File: src/hdl/gpio_cfg_pkg.sv
// GPIO width, register index map, pad configuration struct and interrupt edge select
package gpio_cfg_pkg;

    // Number of pins, one per data bit
    localparam int GPIO_W = 32;

    // --------------------------------------------------------------------------
    // Register map
    // --------------------------------------------------------------------------

    // Word index, taken from adr[5:2]
    typedef enum logic [3:0] {
        REG_OUT      = 4'd0,  // Output value
        REG_DIR      = 4'd1,  // Direction, 1 = output
        REG_IN       = 4'd2,  // Synchronized pin state, read only
        REG_OD       = 4'd3,  // Open drain select
        REG_PU       = 4'd4,  // Pull-up enable
        REG_PD       = 4'd5,  // Pull-down enable
        REG_IRQ_EN   = 4'd6,  // Interrupt enable mask
        REG_IRQ_EDGE = 4'd7,  // Edge select per pin
        REG_IRQ_STAT = 4'd8   // Sticky status, write one to clear
    } gpio_reg_e;

    // Count of decoded words
    // Indices at or above this return a bus error
    localparam int REG_COUNT = 9;

    // --------------------------------------------------------------------------
    // Pad side
    // --------------------------------------------------------------------------

    // Static pad setup held in the register block
    // All fields zero after reset, so every pin starts as an input
    typedef struct packed {
        logic [GPIO_W-1:0] out;  // Value for pins that drive
        logic [GPIO_W-1:0] dir;  // 1 = output
        logic [GPIO_W-1:0] od;   // 1 = open drain
        logic [GPIO_W-1:0] pu;   // Pull-up request
        logic [GPIO_W-1:0] pd;   // Pull-down request
    } pad_cfg_t;

    // Meaning of one REG_IRQ_EDGE bit
    typedef enum logic {
        EDGE_RISE = 1'b0,
        EDGE_FALL = 1'b1
    } irq_edge_e;

endpackage

File: src/hdl/gpio_bus_pkg.sv
// Wishbone request and response structs, register access structs and access opcodes
package gpio_bus_pkg;

    // --------------------------------------------------------------------------
    // Wishbone side
    // --------------------------------------------------------------------------

    // Kind of register access sent to the register block
    typedef enum logic [1:0] {
        OP_IDLE  = 2'd0,  // No access this cycle
        OP_READ  = 2'd1,
        OP_WRITE = 2'd2
    } bus_op_e;

    // Flat slave inputs gathered in one place
    // stb here is already qualified with cyc
    typedef struct packed {
        logic [31:0] adr;
        logic [31:0] dat;
        logic        we;
        logic [3:0]  sel;
        logic        stb;
    } wb_req_t;

    // Registered slave outputs
    typedef struct packed {
        logic [31:0] dat;
        logic        ack;
        logic        err;
    } wb_rsp_t;

    // --------------------------------------------------------------------------
    // Register block side
    // --------------------------------------------------------------------------

    // One access, only issued for aligned and mapped words
    typedef struct packed {
        bus_op_e                 op;
        gpio_cfg_pkg::gpio_reg_e idx;
        logic [31:0]             wdata;
        logic [3:0]              be;
    } reg_req_t;

    // Combinational answer, same cycle as the request
    typedef struct packed {
        logic [31:0] rdata;
        logic        valid;  // Access hit a decoded word
        logic        miss;   // Nothing decoded, becomes err
    } reg_rsp_t;

endpackage

File: src/hdl/gpio_wb.sv
// Wishbone B4 classic slave adapter with address checks and registered ack, err and read data
module gpio_wb (
    input  logic                   wb_clk_i,
    input  logic                   rst_n_i,
    input  logic [31:0]            wb_adr_i,
    input  logic [31:0]            wb_dat_i,
    input  logic                   wb_we_i,
    input  logic [3:0]             wb_sel_i,
    input  logic                   wb_stb_i,
    input  logic                   wb_cyc_i,
    output logic [31:0]            wb_dat_o,
    output logic                   wb_ack_o,
    output logic                   wb_err_o,
    output gpio_bus_pkg::reg_req_t reg_req_o,
    input  gpio_bus_pkg::reg_rsp_t reg_rsp_i
);
    import gpio_bus_pkg::*;
    import gpio_cfg_pkg::*;

    wb_req_t wb_req;
    wb_rsp_t wb_rsp_d;
    wb_rsp_t wb_rsp_q;
    logic    rsp_pending;
    logic    accept;
    logic    addr_misaligned;
    logic    addr_out_of_map;
    logic    idx_out_of_range;
    logic    addr_miss;

    // Gather the flat port set
    always_comb begin
        wb_req.adr = wb_adr_i;
        wb_req.dat = wb_dat_i;
        wb_req.we  = wb_we_i;
        wb_req.sel = wb_sel_i;
        wb_req.stb = wb_cyc_i & wb_stb_i;
    end

    // --------------------------------------------------------------------------
    // Acceptance and address checks
    // --------------------------------------------------------------------------

    // Master still holds the request during the ack cycle
    assign rsp_pending = wb_rsp_q.ack | wb_rsp_q.err;
    assign accept      = wb_req.stb & ~rsp_pending;

    // Word accesses only
    assign addr_misaligned  = wb_req.adr[1:0] != 2'b00;
    // Map spans 16 words, anything above is unmapped
    assign addr_out_of_map  = wb_req.adr[31:6] != '0;
    assign idx_out_of_range = wb_req.adr[5:2] >= 4'(REG_COUNT);
    assign addr_miss        = addr_misaligned | addr_out_of_map | idx_out_of_range;

    // Bad addresses go out as OP_IDLE, so the register block reports a miss
    always_comb begin
        reg_req_o.op    = OP_IDLE;
        reg_req_o.idx   = gpio_reg_e'(wb_req.adr[5:2]);
        reg_req_o.wdata = wb_req.dat;
        reg_req_o.be    = wb_req.sel;
        if (accept && !addr_miss) begin
            reg_req_o.op = wb_req.we ? OP_WRITE : OP_READ;
        end
    end

    // --------------------------------------------------------------------------
    // Response, one cycle after acceptance
    // --------------------------------------------------------------------------

    // Read data sampled in the accept cycle, zero for writes and errors
    always_comb begin
        wb_rsp_d.ack = accept & reg_rsp_i.valid;
        wb_rsp_d.err = accept & reg_rsp_i.miss;
        wb_rsp_d.dat = (accept && reg_rsp_i.valid && !wb_req.we) ? reg_rsp_i.rdata : '0;
    end

    always_ff @(posedge wb_clk_i) begin
        if (!rst_n_i) begin
            wb_rsp_q <= '0;
        end else begin
            wb_rsp_q <= wb_rsp_d;
        end
    end

    assign wb_dat_o = wb_rsp_q.dat;
    assign wb_ack_o = wb_rsp_q.ack;
    assign wb_err_o = wb_rsp_q.err;

endmodule

File: src/hdl/gpio_regs.sv
// GPIO register file with byte-enabled writes, read mux, edge detection and interrupt status
module gpio_regs (
    input  logic                                wb_clk_i,
    input  logic                                rst_n_i,
    input  gpio_bus_pkg::reg_req_t              reg_req_i,
    output gpio_bus_pkg::reg_rsp_t              reg_rsp_o,
    input  logic [gpio_cfg_pkg::GPIO_W-1:0]     pin_sync_i,
    output gpio_cfg_pkg::pad_cfg_t              pad_cfg_o,
    output logic                                intr_o
);
    import gpio_bus_pkg::*;
    import gpio_cfg_pkg::*;

    // Writable state
    pad_cfg_t          cfg_q;
    logic [GPIO_W-1:0] irq_en_q;
    logic [GPIO_W-1:0] irq_edge_q;
    logic [GPIO_W-1:0] irq_stat_q;
    // Edge detection
    logic [GPIO_W-1:0] pin_prev_q;
    logic [GPIO_W-1:0] pin_rise;
    logic [GPIO_W-1:0] pin_fall;
    logic [GPIO_W-1:0] edge_hit;
    logic [GPIO_W-1:0] stat_clr;
    logic              intr_q;
    // Bus side
    logic              reg_wr;
    logic              idx_hit;
    logic [31:0]       rdata;
    logic [GPIO_W-1:0] wr_mask;

    // Old value with the selected bytes replaced by write data
    function automatic logic [GPIO_W-1:0] byte_merge(
        input logic [GPIO_W-1:0] old_val,
        input logic [GPIO_W-1:0] new_val,
        input logic [GPIO_W-1:0] mask
    );
        return (old_val & ~mask) | (new_val & mask);
    endfunction

    assign reg_wr = reg_req_i.op == OP_WRITE;

    // One sel bit per byte lane
    always_comb begin
        for (int b = 0; b < 4; b++) begin
            wr_mask[8*b +: 8] = {8{reg_req_i.be[b]}};
        end
    end

    // --------------------------------------------------------------------------
    // Writable registers
    // --------------------------------------------------------------------------

    // REG_IN and REG_IRQ_STAT are not written here
    always_ff @(posedge wb_clk_i) begin
        if (!rst_n_i) begin
            cfg_q      <= '0;
            irq_en_q   <= '0;
            irq_edge_q <= '0;
        end else if (reg_wr) begin
            case (reg_req_i.idx)
                REG_OUT:      cfg_q.out  <= byte_merge(cfg_q.out, reg_req_i.wdata, wr_mask);
                REG_DIR:      cfg_q.dir  <= byte_merge(cfg_q.dir, reg_req_i.wdata, wr_mask);
                REG_OD:       cfg_q.od   <= byte_merge(cfg_q.od, reg_req_i.wdata, wr_mask);
                REG_PU:       cfg_q.pu   <= byte_merge(cfg_q.pu, reg_req_i.wdata, wr_mask);
                REG_PD:       cfg_q.pd   <= byte_merge(cfg_q.pd, reg_req_i.wdata, wr_mask);
                REG_IRQ_EN:   irq_en_q   <= byte_merge(irq_en_q, reg_req_i.wdata, wr_mask);
                REG_IRQ_EDGE: irq_edge_q <= byte_merge(irq_edge_q, reg_req_i.wdata, wr_mask);
                default: begin
                end
            endcase
        end
    end

    assign pad_cfg_o = cfg_q;

    // --------------------------------------------------------------------------
    // Edge detection and status
    // --------------------------------------------------------------------------

    assign pin_rise = pin_sync_i & ~pin_prev_q;
    assign pin_fall = ~pin_sync_i & pin_prev_q;

    // Per pin edge select
    always_comb begin
        for (int i = 0; i < GPIO_W; i++) begin
            if (irq_edge_e'(irq_edge_q[i]) == EDGE_FALL) begin
                edge_hit[i] = pin_fall[i];
            end else begin
                edge_hit[i] = pin_rise[i];
            end
        end
    end

    // Ones written to REG_IRQ_STAT clear, byte enables apply
    assign stat_clr = (reg_wr && reg_req_i.idx == REG_IRQ_STAT) ? reg_req_i.wdata & wr_mask : '0;

    always_ff @(posedge wb_clk_i) begin
        if (!rst_n_i) begin
            pin_prev_q <= '0;
            irq_stat_q <= '0;
            intr_q     <= 1'b0;
        end else begin
            pin_prev_q <= pin_sync_i;
            // New edge beats a clear in the same cycle
            irq_stat_q <= (irq_stat_q & ~stat_clr) | edge_hit;
            intr_q     <= |(irq_stat_q & irq_en_q);
        end
    end

    assign intr_o = intr_q;

    // --------------------------------------------------------------------------
    // Read mux
    // --------------------------------------------------------------------------

    // Only idx is decoded here, address checks live in the bus adapter
    always_comb begin
        idx_hit = 1'b1;
        case (reg_req_i.idx)
            REG_OUT:      rdata = cfg_q.out;
            REG_DIR:      rdata = cfg_q.dir;
            REG_IN:       rdata = pin_sync_i;
            REG_OD:       rdata = cfg_q.od;
            REG_PU:       rdata = cfg_q.pu;
            REG_PD:       rdata = cfg_q.pd;
            REG_IRQ_EN:   rdata = irq_en_q;
            REG_IRQ_EDGE: rdata = irq_edge_q;
            REG_IRQ_STAT: rdata = irq_stat_q;
            default: begin
                rdata   = '0;
                idx_hit = 1'b0;
            end
        endcase
    end

    // An idle request is a miss, the adapter only looks at it when accepting
    always_comb begin
        reg_rsp_o.rdata = rdata;
        reg_rsp_o.valid = (reg_req_i.op != OP_IDLE) && idx_hit;
        reg_rsp_o.miss  = !reg_rsp_o.valid;
    end

endmodule

File: src/hdl/gpio_wrapper.sv
// Pad drive for push-pull and open-drain pins, pull forwarding and two-flop input synchronizer
module gpio_wrapper (
    input  logic                            wb_clk_i,
    input  logic                            rst_n_i,
    input  gpio_cfg_pkg::pad_cfg_t          pad_cfg_i,
    input  logic [gpio_cfg_pkg::GPIO_W-1:0] pad_i,
    output logic [gpio_cfg_pkg::GPIO_W-1:0] pad_o,
    output logic [gpio_cfg_pkg::GPIO_W-1:0] pad_oe_o,
    output logic [gpio_cfg_pkg::GPIO_W-1:0] pad_pu_o,
    output logic [gpio_cfg_pkg::GPIO_W-1:0] pad_pd_o,
    output logic [gpio_cfg_pkg::GPIO_W-1:0] pin_sync_o
);
    import gpio_cfg_pkg::*;

    logic [GPIO_W-1:0] drive_pp;
    logic [GPIO_W-1:0] drive_od;
    logic [GPIO_W-1:0] pad_oe;
    logic [GPIO_W-1:0] pad_meta_q;
    logic [GPIO_W-1:0] pad_sync_q;

    // --------------------------------------------------------------------------
    // Output side
    // --------------------------------------------------------------------------

    // Push-pull output drives both levels
    assign drive_pp = pad_cfg_i.dir & ~pad_cfg_i.od;
    // Open drain only pulls low, released when out is 1
    assign drive_od = pad_cfg_i.dir & pad_cfg_i.od & ~pad_cfg_i.out;
    assign pad_oe   = drive_pp | drive_od;

    // Driven open-drain pins carry 0
    assign pad_o    = drive_pp & pad_cfg_i.out;
    assign pad_oe_o = pad_oe;

    // Pulls only on released pins
    assign pad_pu_o = pad_cfg_i.pu & ~pad_oe;
    assign pad_pd_o = pad_cfg_i.pd & ~pad_oe;

    // --------------------------------------------------------------------------
    // Input side
    // --------------------------------------------------------------------------

    // Two stages, pad input reaches pin_sync_o after two edges
    always_ff @(posedge wb_clk_i) begin
        if (!rst_n_i) begin
            pad_meta_q <= '0;
            pad_sync_q <= '0;
        end else begin
            pad_meta_q <= pad_i;
            pad_sync_q <= pad_meta_q;
        end
    end

    assign pin_sync_o = pad_sync_q;

endmodule

File: src/hdl/gpio_top.sv
// GPIO peripheral top level with flat Wishbone and split pad ports
module gpio_top (
    input  logic                            wb_clk_i,
    input  logic                            rst_n_i,
    input  logic [31:0]                     wb_adr_i,
    input  logic [31:0]                     wb_dat_i,
    input  logic                            wb_we_i,
    input  logic [3:0]                      wb_sel_i,
    input  logic                            wb_stb_i,
    input  logic                            wb_cyc_i,
    output logic [31:0]                     wb_dat_o,
    output logic                            wb_ack_o,
    output logic                            wb_err_o,
    input  logic [gpio_cfg_pkg::GPIO_W-1:0] pad_i,
    output logic [gpio_cfg_pkg::GPIO_W-1:0] pad_o,
    output logic [gpio_cfg_pkg::GPIO_W-1:0] pad_oe_o,
    output logic [gpio_cfg_pkg::GPIO_W-1:0] pad_pu_o,
    output logic [gpio_cfg_pkg::GPIO_W-1:0] pad_pd_o,
    output logic                            intr_o
);
    import gpio_bus_pkg::*;
    import gpio_cfg_pkg::*;

    // Adapter to register block
    reg_req_t          reg_req;
    reg_rsp_t          reg_rsp;
    // Register block to pad logic and back
    pad_cfg_t          pad_cfg;
    logic [GPIO_W-1:0] pin_sync;

    // Bus handshake and address checks
    gpio_wb gpio_wb_i (
        .wb_clk_i  (wb_clk_i),
        .rst_n_i   (rst_n_i),
        .wb_adr_i  (wb_adr_i),
        .wb_dat_i  (wb_dat_i),
        .wb_we_i   (wb_we_i),
        .wb_sel_i  (wb_sel_i),
        .wb_stb_i  (wb_stb_i),
        .wb_cyc_i  (wb_cyc_i),
        .wb_dat_o  (wb_dat_o),
        .wb_ack_o  (wb_ack_o),
        .wb_err_o  (wb_err_o),
        .reg_req_o (reg_req),
        .reg_rsp_i (reg_rsp)
    );

    // Registers and interrupt logic
    gpio_regs gpio_regs_i (
        .wb_clk_i   (wb_clk_i),
        .rst_n_i    (rst_n_i),
        .reg_req_i  (reg_req),
        .reg_rsp_o  (reg_rsp),
        .pin_sync_i (pin_sync),
        .pad_cfg_o  (pad_cfg),
        .intr_o     (intr_o)
    );

    // Pad drive and input synchronizer
    gpio_wrapper gpio_wrapper_i (
        .wb_clk_i   (wb_clk_i),
        .rst_n_i    (rst_n_i),
        .pad_cfg_i  (pad_cfg),
        .pad_i      (pad_i),
        .pad_o      (pad_o),
        .pad_oe_o   (pad_oe_o),
        .pad_pu_o   (pad_pu_o),
        .pad_pd_o   (pad_pd_o),
        .pin_sync_o (pin_sync)
    );

endmodule

File: config.mk
export PLATFORM = sky130hd
export DESIGN_NAME = gpio_top
export DESIGN_NICKNAME = d
export VERILOG_FILES = /design/src/hdl/gpio_cfg_pkg.sv /design/src/hdl/gpio_bus_pkg.sv /design/src/hdl/gpio_wb.sv /design/src/hdl/gpio_regs.sv /design/src/hdl/gpio_wrapper.sv /design/src/hdl/gpio_top.sv
export SDC_FILE = /design/constraint.sdc
export NUM_CORES = 1
export LEC_CHECK = 0
export ABC_AREA = 1
export BUFFER_PORTS_ARGS = -buffer_cell sky130_fd_sc_hd__clkbuf_2
export CAP_MARGIN = 40
export CORE_MARGIN = 2
export CORE_UTILIZATION = 30
export DETAILED_ROUTE_END_ITERATION = 6
export GPL_TIMING_DRIVEN = 0
export SKIP_CTS_REPAIR_TIMING = 1
export SLEW_MARGIN = 10
export SYNTH_ARGS = -nofsm -noshare
export SYNTH_HDL_FRONTEND = slang
export SYNTH_HIERARCHICAL = 1
export SYNTH_SLANG_ARGS = --single-unit
File: constraint.sdc
create_clock -name wb_clk_i -period 4.8 [get_ports wb_clk_i]
set_input_delay 0.48 -clock wb_clk_i [delete_from_list [all_inputs] [get_ports wb_clk_i]]
set_output_delay 0.48 -clock wb_clk_i [all_outputs]
set_load 0.02 [all_outputs]
==> results.txt <==
----------------------------------------------------
[Power and ir drop]
  Relative contribution of the clock network to total power ... 48.1%
  Internal power of the cells ... 5420 uW
  Power density cells ... 328 nW/um^2
  Tot Pwr ... 7140 uW
  Flop pwr share ... 46.2%
  VDD IR max ... 0.000225 V
  Switching share of power ... 24.0%
  Combinational group share of total power ... 5.6%
  Reported leakage power ... 0.0101 uW
  Switching power of the nets ... 1710 uW

[Timing]
  Highest clock frequency the design can meet ... 0.300 GHz
  Worst hold-check slack ... 0.0972 ns
  Final hold violation count ... 0
  Worst-Margin Slew ... 0.903 ns
  Final TNS setup ... 0 ns
  Final clock skew ... 0.0130 ns
  Clock period minus worst slack ... 3.33 ns
  Worst slew margin relative to its limit ... 39.8%
  Fraction of the cycle the final worst path needs ... 69.4%
  Count of final setup violators ... 0
  Max-slew violation count ... 0
  Setup repair after global routing missed its margin ... no

[Worst hold path]
  Start point of the worst min-delay path ... pad_i[31]
  Worst Hold Class ... in2reg

[Synthesis]
  Cell types with the largest area share after synthesis ... dfxtp_1 43%, nand2_1 19%, nor2_1 8.6%, inv_1 7.6%, nand3_1 6.5%
  Synthesis Warnings ... 6
  Synth async-reset ratio ... 0%
  Cells after Synth ... 2870
  Most frequent cell after synthesis ... nand2_1
  Share of the yosys chip area belonging to registers ... 42.7%
  Syn Nets ... 2975
  Synth cell types ... 18
  Area share of the largest cell type after synthesis ... 42.7%
  Cell taking the most area after synthesis ... dfxtp_1
  Most used flip-flop cell after synthesis ... dfxtp_1
  Post-Synthesis Cell Area ... 18100 um^2
  Number of enable flip-flop cells after synthesis ... 0
  Flip-flop and latch count after synthesis ... 387
  Most used standard cells in the synthesized netlist ... 922 x nand2_1, 415 x nor2_1, 387 x dfxtp_1
  Avg Inst Size Synth ... 6.32 um^2

[Place]
  Number of cells after detailed placement ... 3886
  Post-detail-place hpwl ... 56100 um
  IO buf count ... 231
  Global placement routability congestion ... 0.998
  Cell area reported after detailed placement ... 20300 um^2

[CTS]
  Worst-skew pair later-pin latency ... 0.57 ns
  Clock tree root driver cell ... clkbuf_16
  H-Tree Level Count ... 2
  Maximum buffer depth of the clock tree ... 3
  TritonCTS buffer count ... 43
  CTS tree ... done
  Number of sinks handled by clock tree synthesis ... 387
  Clock-pin slew of the registers on the worst-case setup and hold paths ... 0.06 ns

[Global route]
  Largest net degree at the start of global routing ... 14
  Global-route usage over all layers ... 22.2%
  Global-route wire length before repair ... 105000 um
  Global route total overflow ... 0
  Antenna violations before repair ... 8
  Vias in the first global route ... 16700

[Route]
  Routed length per instance ... 18.1 um
  Total DRC errors in the routed layout ... 0
  Initial detailed-routing violation count ... 1933
  Routed vias ... 18600
  Post-detailed-routing wire length ... 71600 um
  Vias per Instance ... 4.68
  Antenna-violating nets left ... 0
  Length of the first detailed-routing pass in iterations ... 6

[Final layout]
  Final instance area ... 21800 um^2
  Area overhead of the layout relative to synthesis ... 20.1%
  Final net count ... 3254
  Fraction of final layout cells sized beyond drive strength 1 ... 12.7%
  Number of non-filler instances in the completed layout ... 3965

[Die]
  Total die area ... 62500 um^2
  Number of rows created at floorplan ... 90
  Top Ports ... 268
  Overall die height ... 250 um
  Effective utilization at floorplan ... 30.2%
  Die Width ... 250 um
  Core region area ... 60000 um^2

[Setup path]
  Crit-path cells ... nor2_2 -> nand2_2 -> nor2_1 -> nand2_1 -> nor3_1 -> inv_2 -> nor2_4 -> inv_2 -> nor2_1 -> nand2_1 -> inv_2 -> nor2_1 -> nor2_1
  Critical Path Most Common Cell ... nor2_1
  Required time of the critical path ... 5.30 ns
  Category of the worst setup path capture point ... flop
  WP data arrival ... 3.83 ns
  Crit-path slowest cell ... nor2_1
  CP Launch Type ... flop
  Critical R2R Launch ... gpio_wb_i/wb_err_o
  Type of the worst setup path ... reg2reg
  Source of the critical timing path ... gpio_wb_i/wb_err_o
  Peak fanout along the critical path ... 10
  Slowest stage delay, CP ... 0.67 ns

[Job]
  Number of maximum-capacitance violations ... 0

[Run status]
  Status ... completed

----------------------------------------------------
## worst max-delay path: cells and delay by family, from the launching register on
kind	cells	cell delay, ns
buffers and inverters	3	0.58
DFF	1	0.31
and+or+nand+nor	10	2.35
## placed cells by master (no fill, tap or decap), drive strengths merged
cell,n
o21ai,161
nand3,236
dfxtp,387
diode,2
nor2,433
bufinv,3
clkbuf,365
inv,384
nand2,924
clkinvlp,3
nor3,3
buf,82
clkinv,7
a21oi,193
## routing by layer
layer  track usage (%)  vias to the layer above  wire [um]
li1                  -                     9329          -
met1              30.1                     8218      31000
met2              34.8                      843      31100
met3              3.45                      164       6250
met4              9.83                       10       3140
met5                 0                        -         60
## metrics by stage
| step | util (%) | worst slack (ns) |
|---|---|---|
| floorplan | - | 2.74 |
| finish | 36.3 | 1.47 |
| CTS | 36.3 | 1.56 |
| global route | 36.3 | 1.28 |
| detailed placement | 33.8 | 1.34 |
| global placement | 33.8 | 1.40 |
## path summary, 6_finish.rpt
| check | endpoint | depth (start not counted) | slack (ns) |
|---|---|---|---|
| worst min register to register | gpio_wrapper_i/pin_sync_o[23] | 2 | 0.40 |
| worst max register to register | flop | 13 | 1.47 |
| worst max-delay path | flop | 13 | 1.47 |
| worst min-delay path | gpio_wrapper_i/pad_meta_q[31] | 3 | 0.1 |
## final cells by class
type / count / area [um^2]
clock buffers: 64 / 1320
fillers: 6450 / 38200
multi-input cells: 1950 / 8150
clock inverters: 13 / 148
well taps: 782 / 978
repair buffers: 234 / 1200
diodes: 2 / 5.00
plain buffers: 149 / 805
inverters: 384 / 1440
flip-flops and latches: 387 / 7750
## kinds of logic (layout without fill, tap and decap cells)
group                  count (synthesis)  count (layout)  synth area share [%]
buffers and inverters                533             844                  12.4
other                                  0               2                     0
AO/OA/AOI/OAI                        354             354                  9.77
AND/OR/NAND/NOR                     1596            1596                  35.1
flip-flops                           387             387                  42.7
## power by group through the flow
stage               registers, uW  logic, uW  clock network [uW]
global route                 3300        431                3620
finish                       3300        403                3430
CTS                          3300        395                3490
global placement             3370        391                   0
detailed placement           3370        394                   0
floorplan                    3350        223                   0
Power figures use the tool's default switching activity.
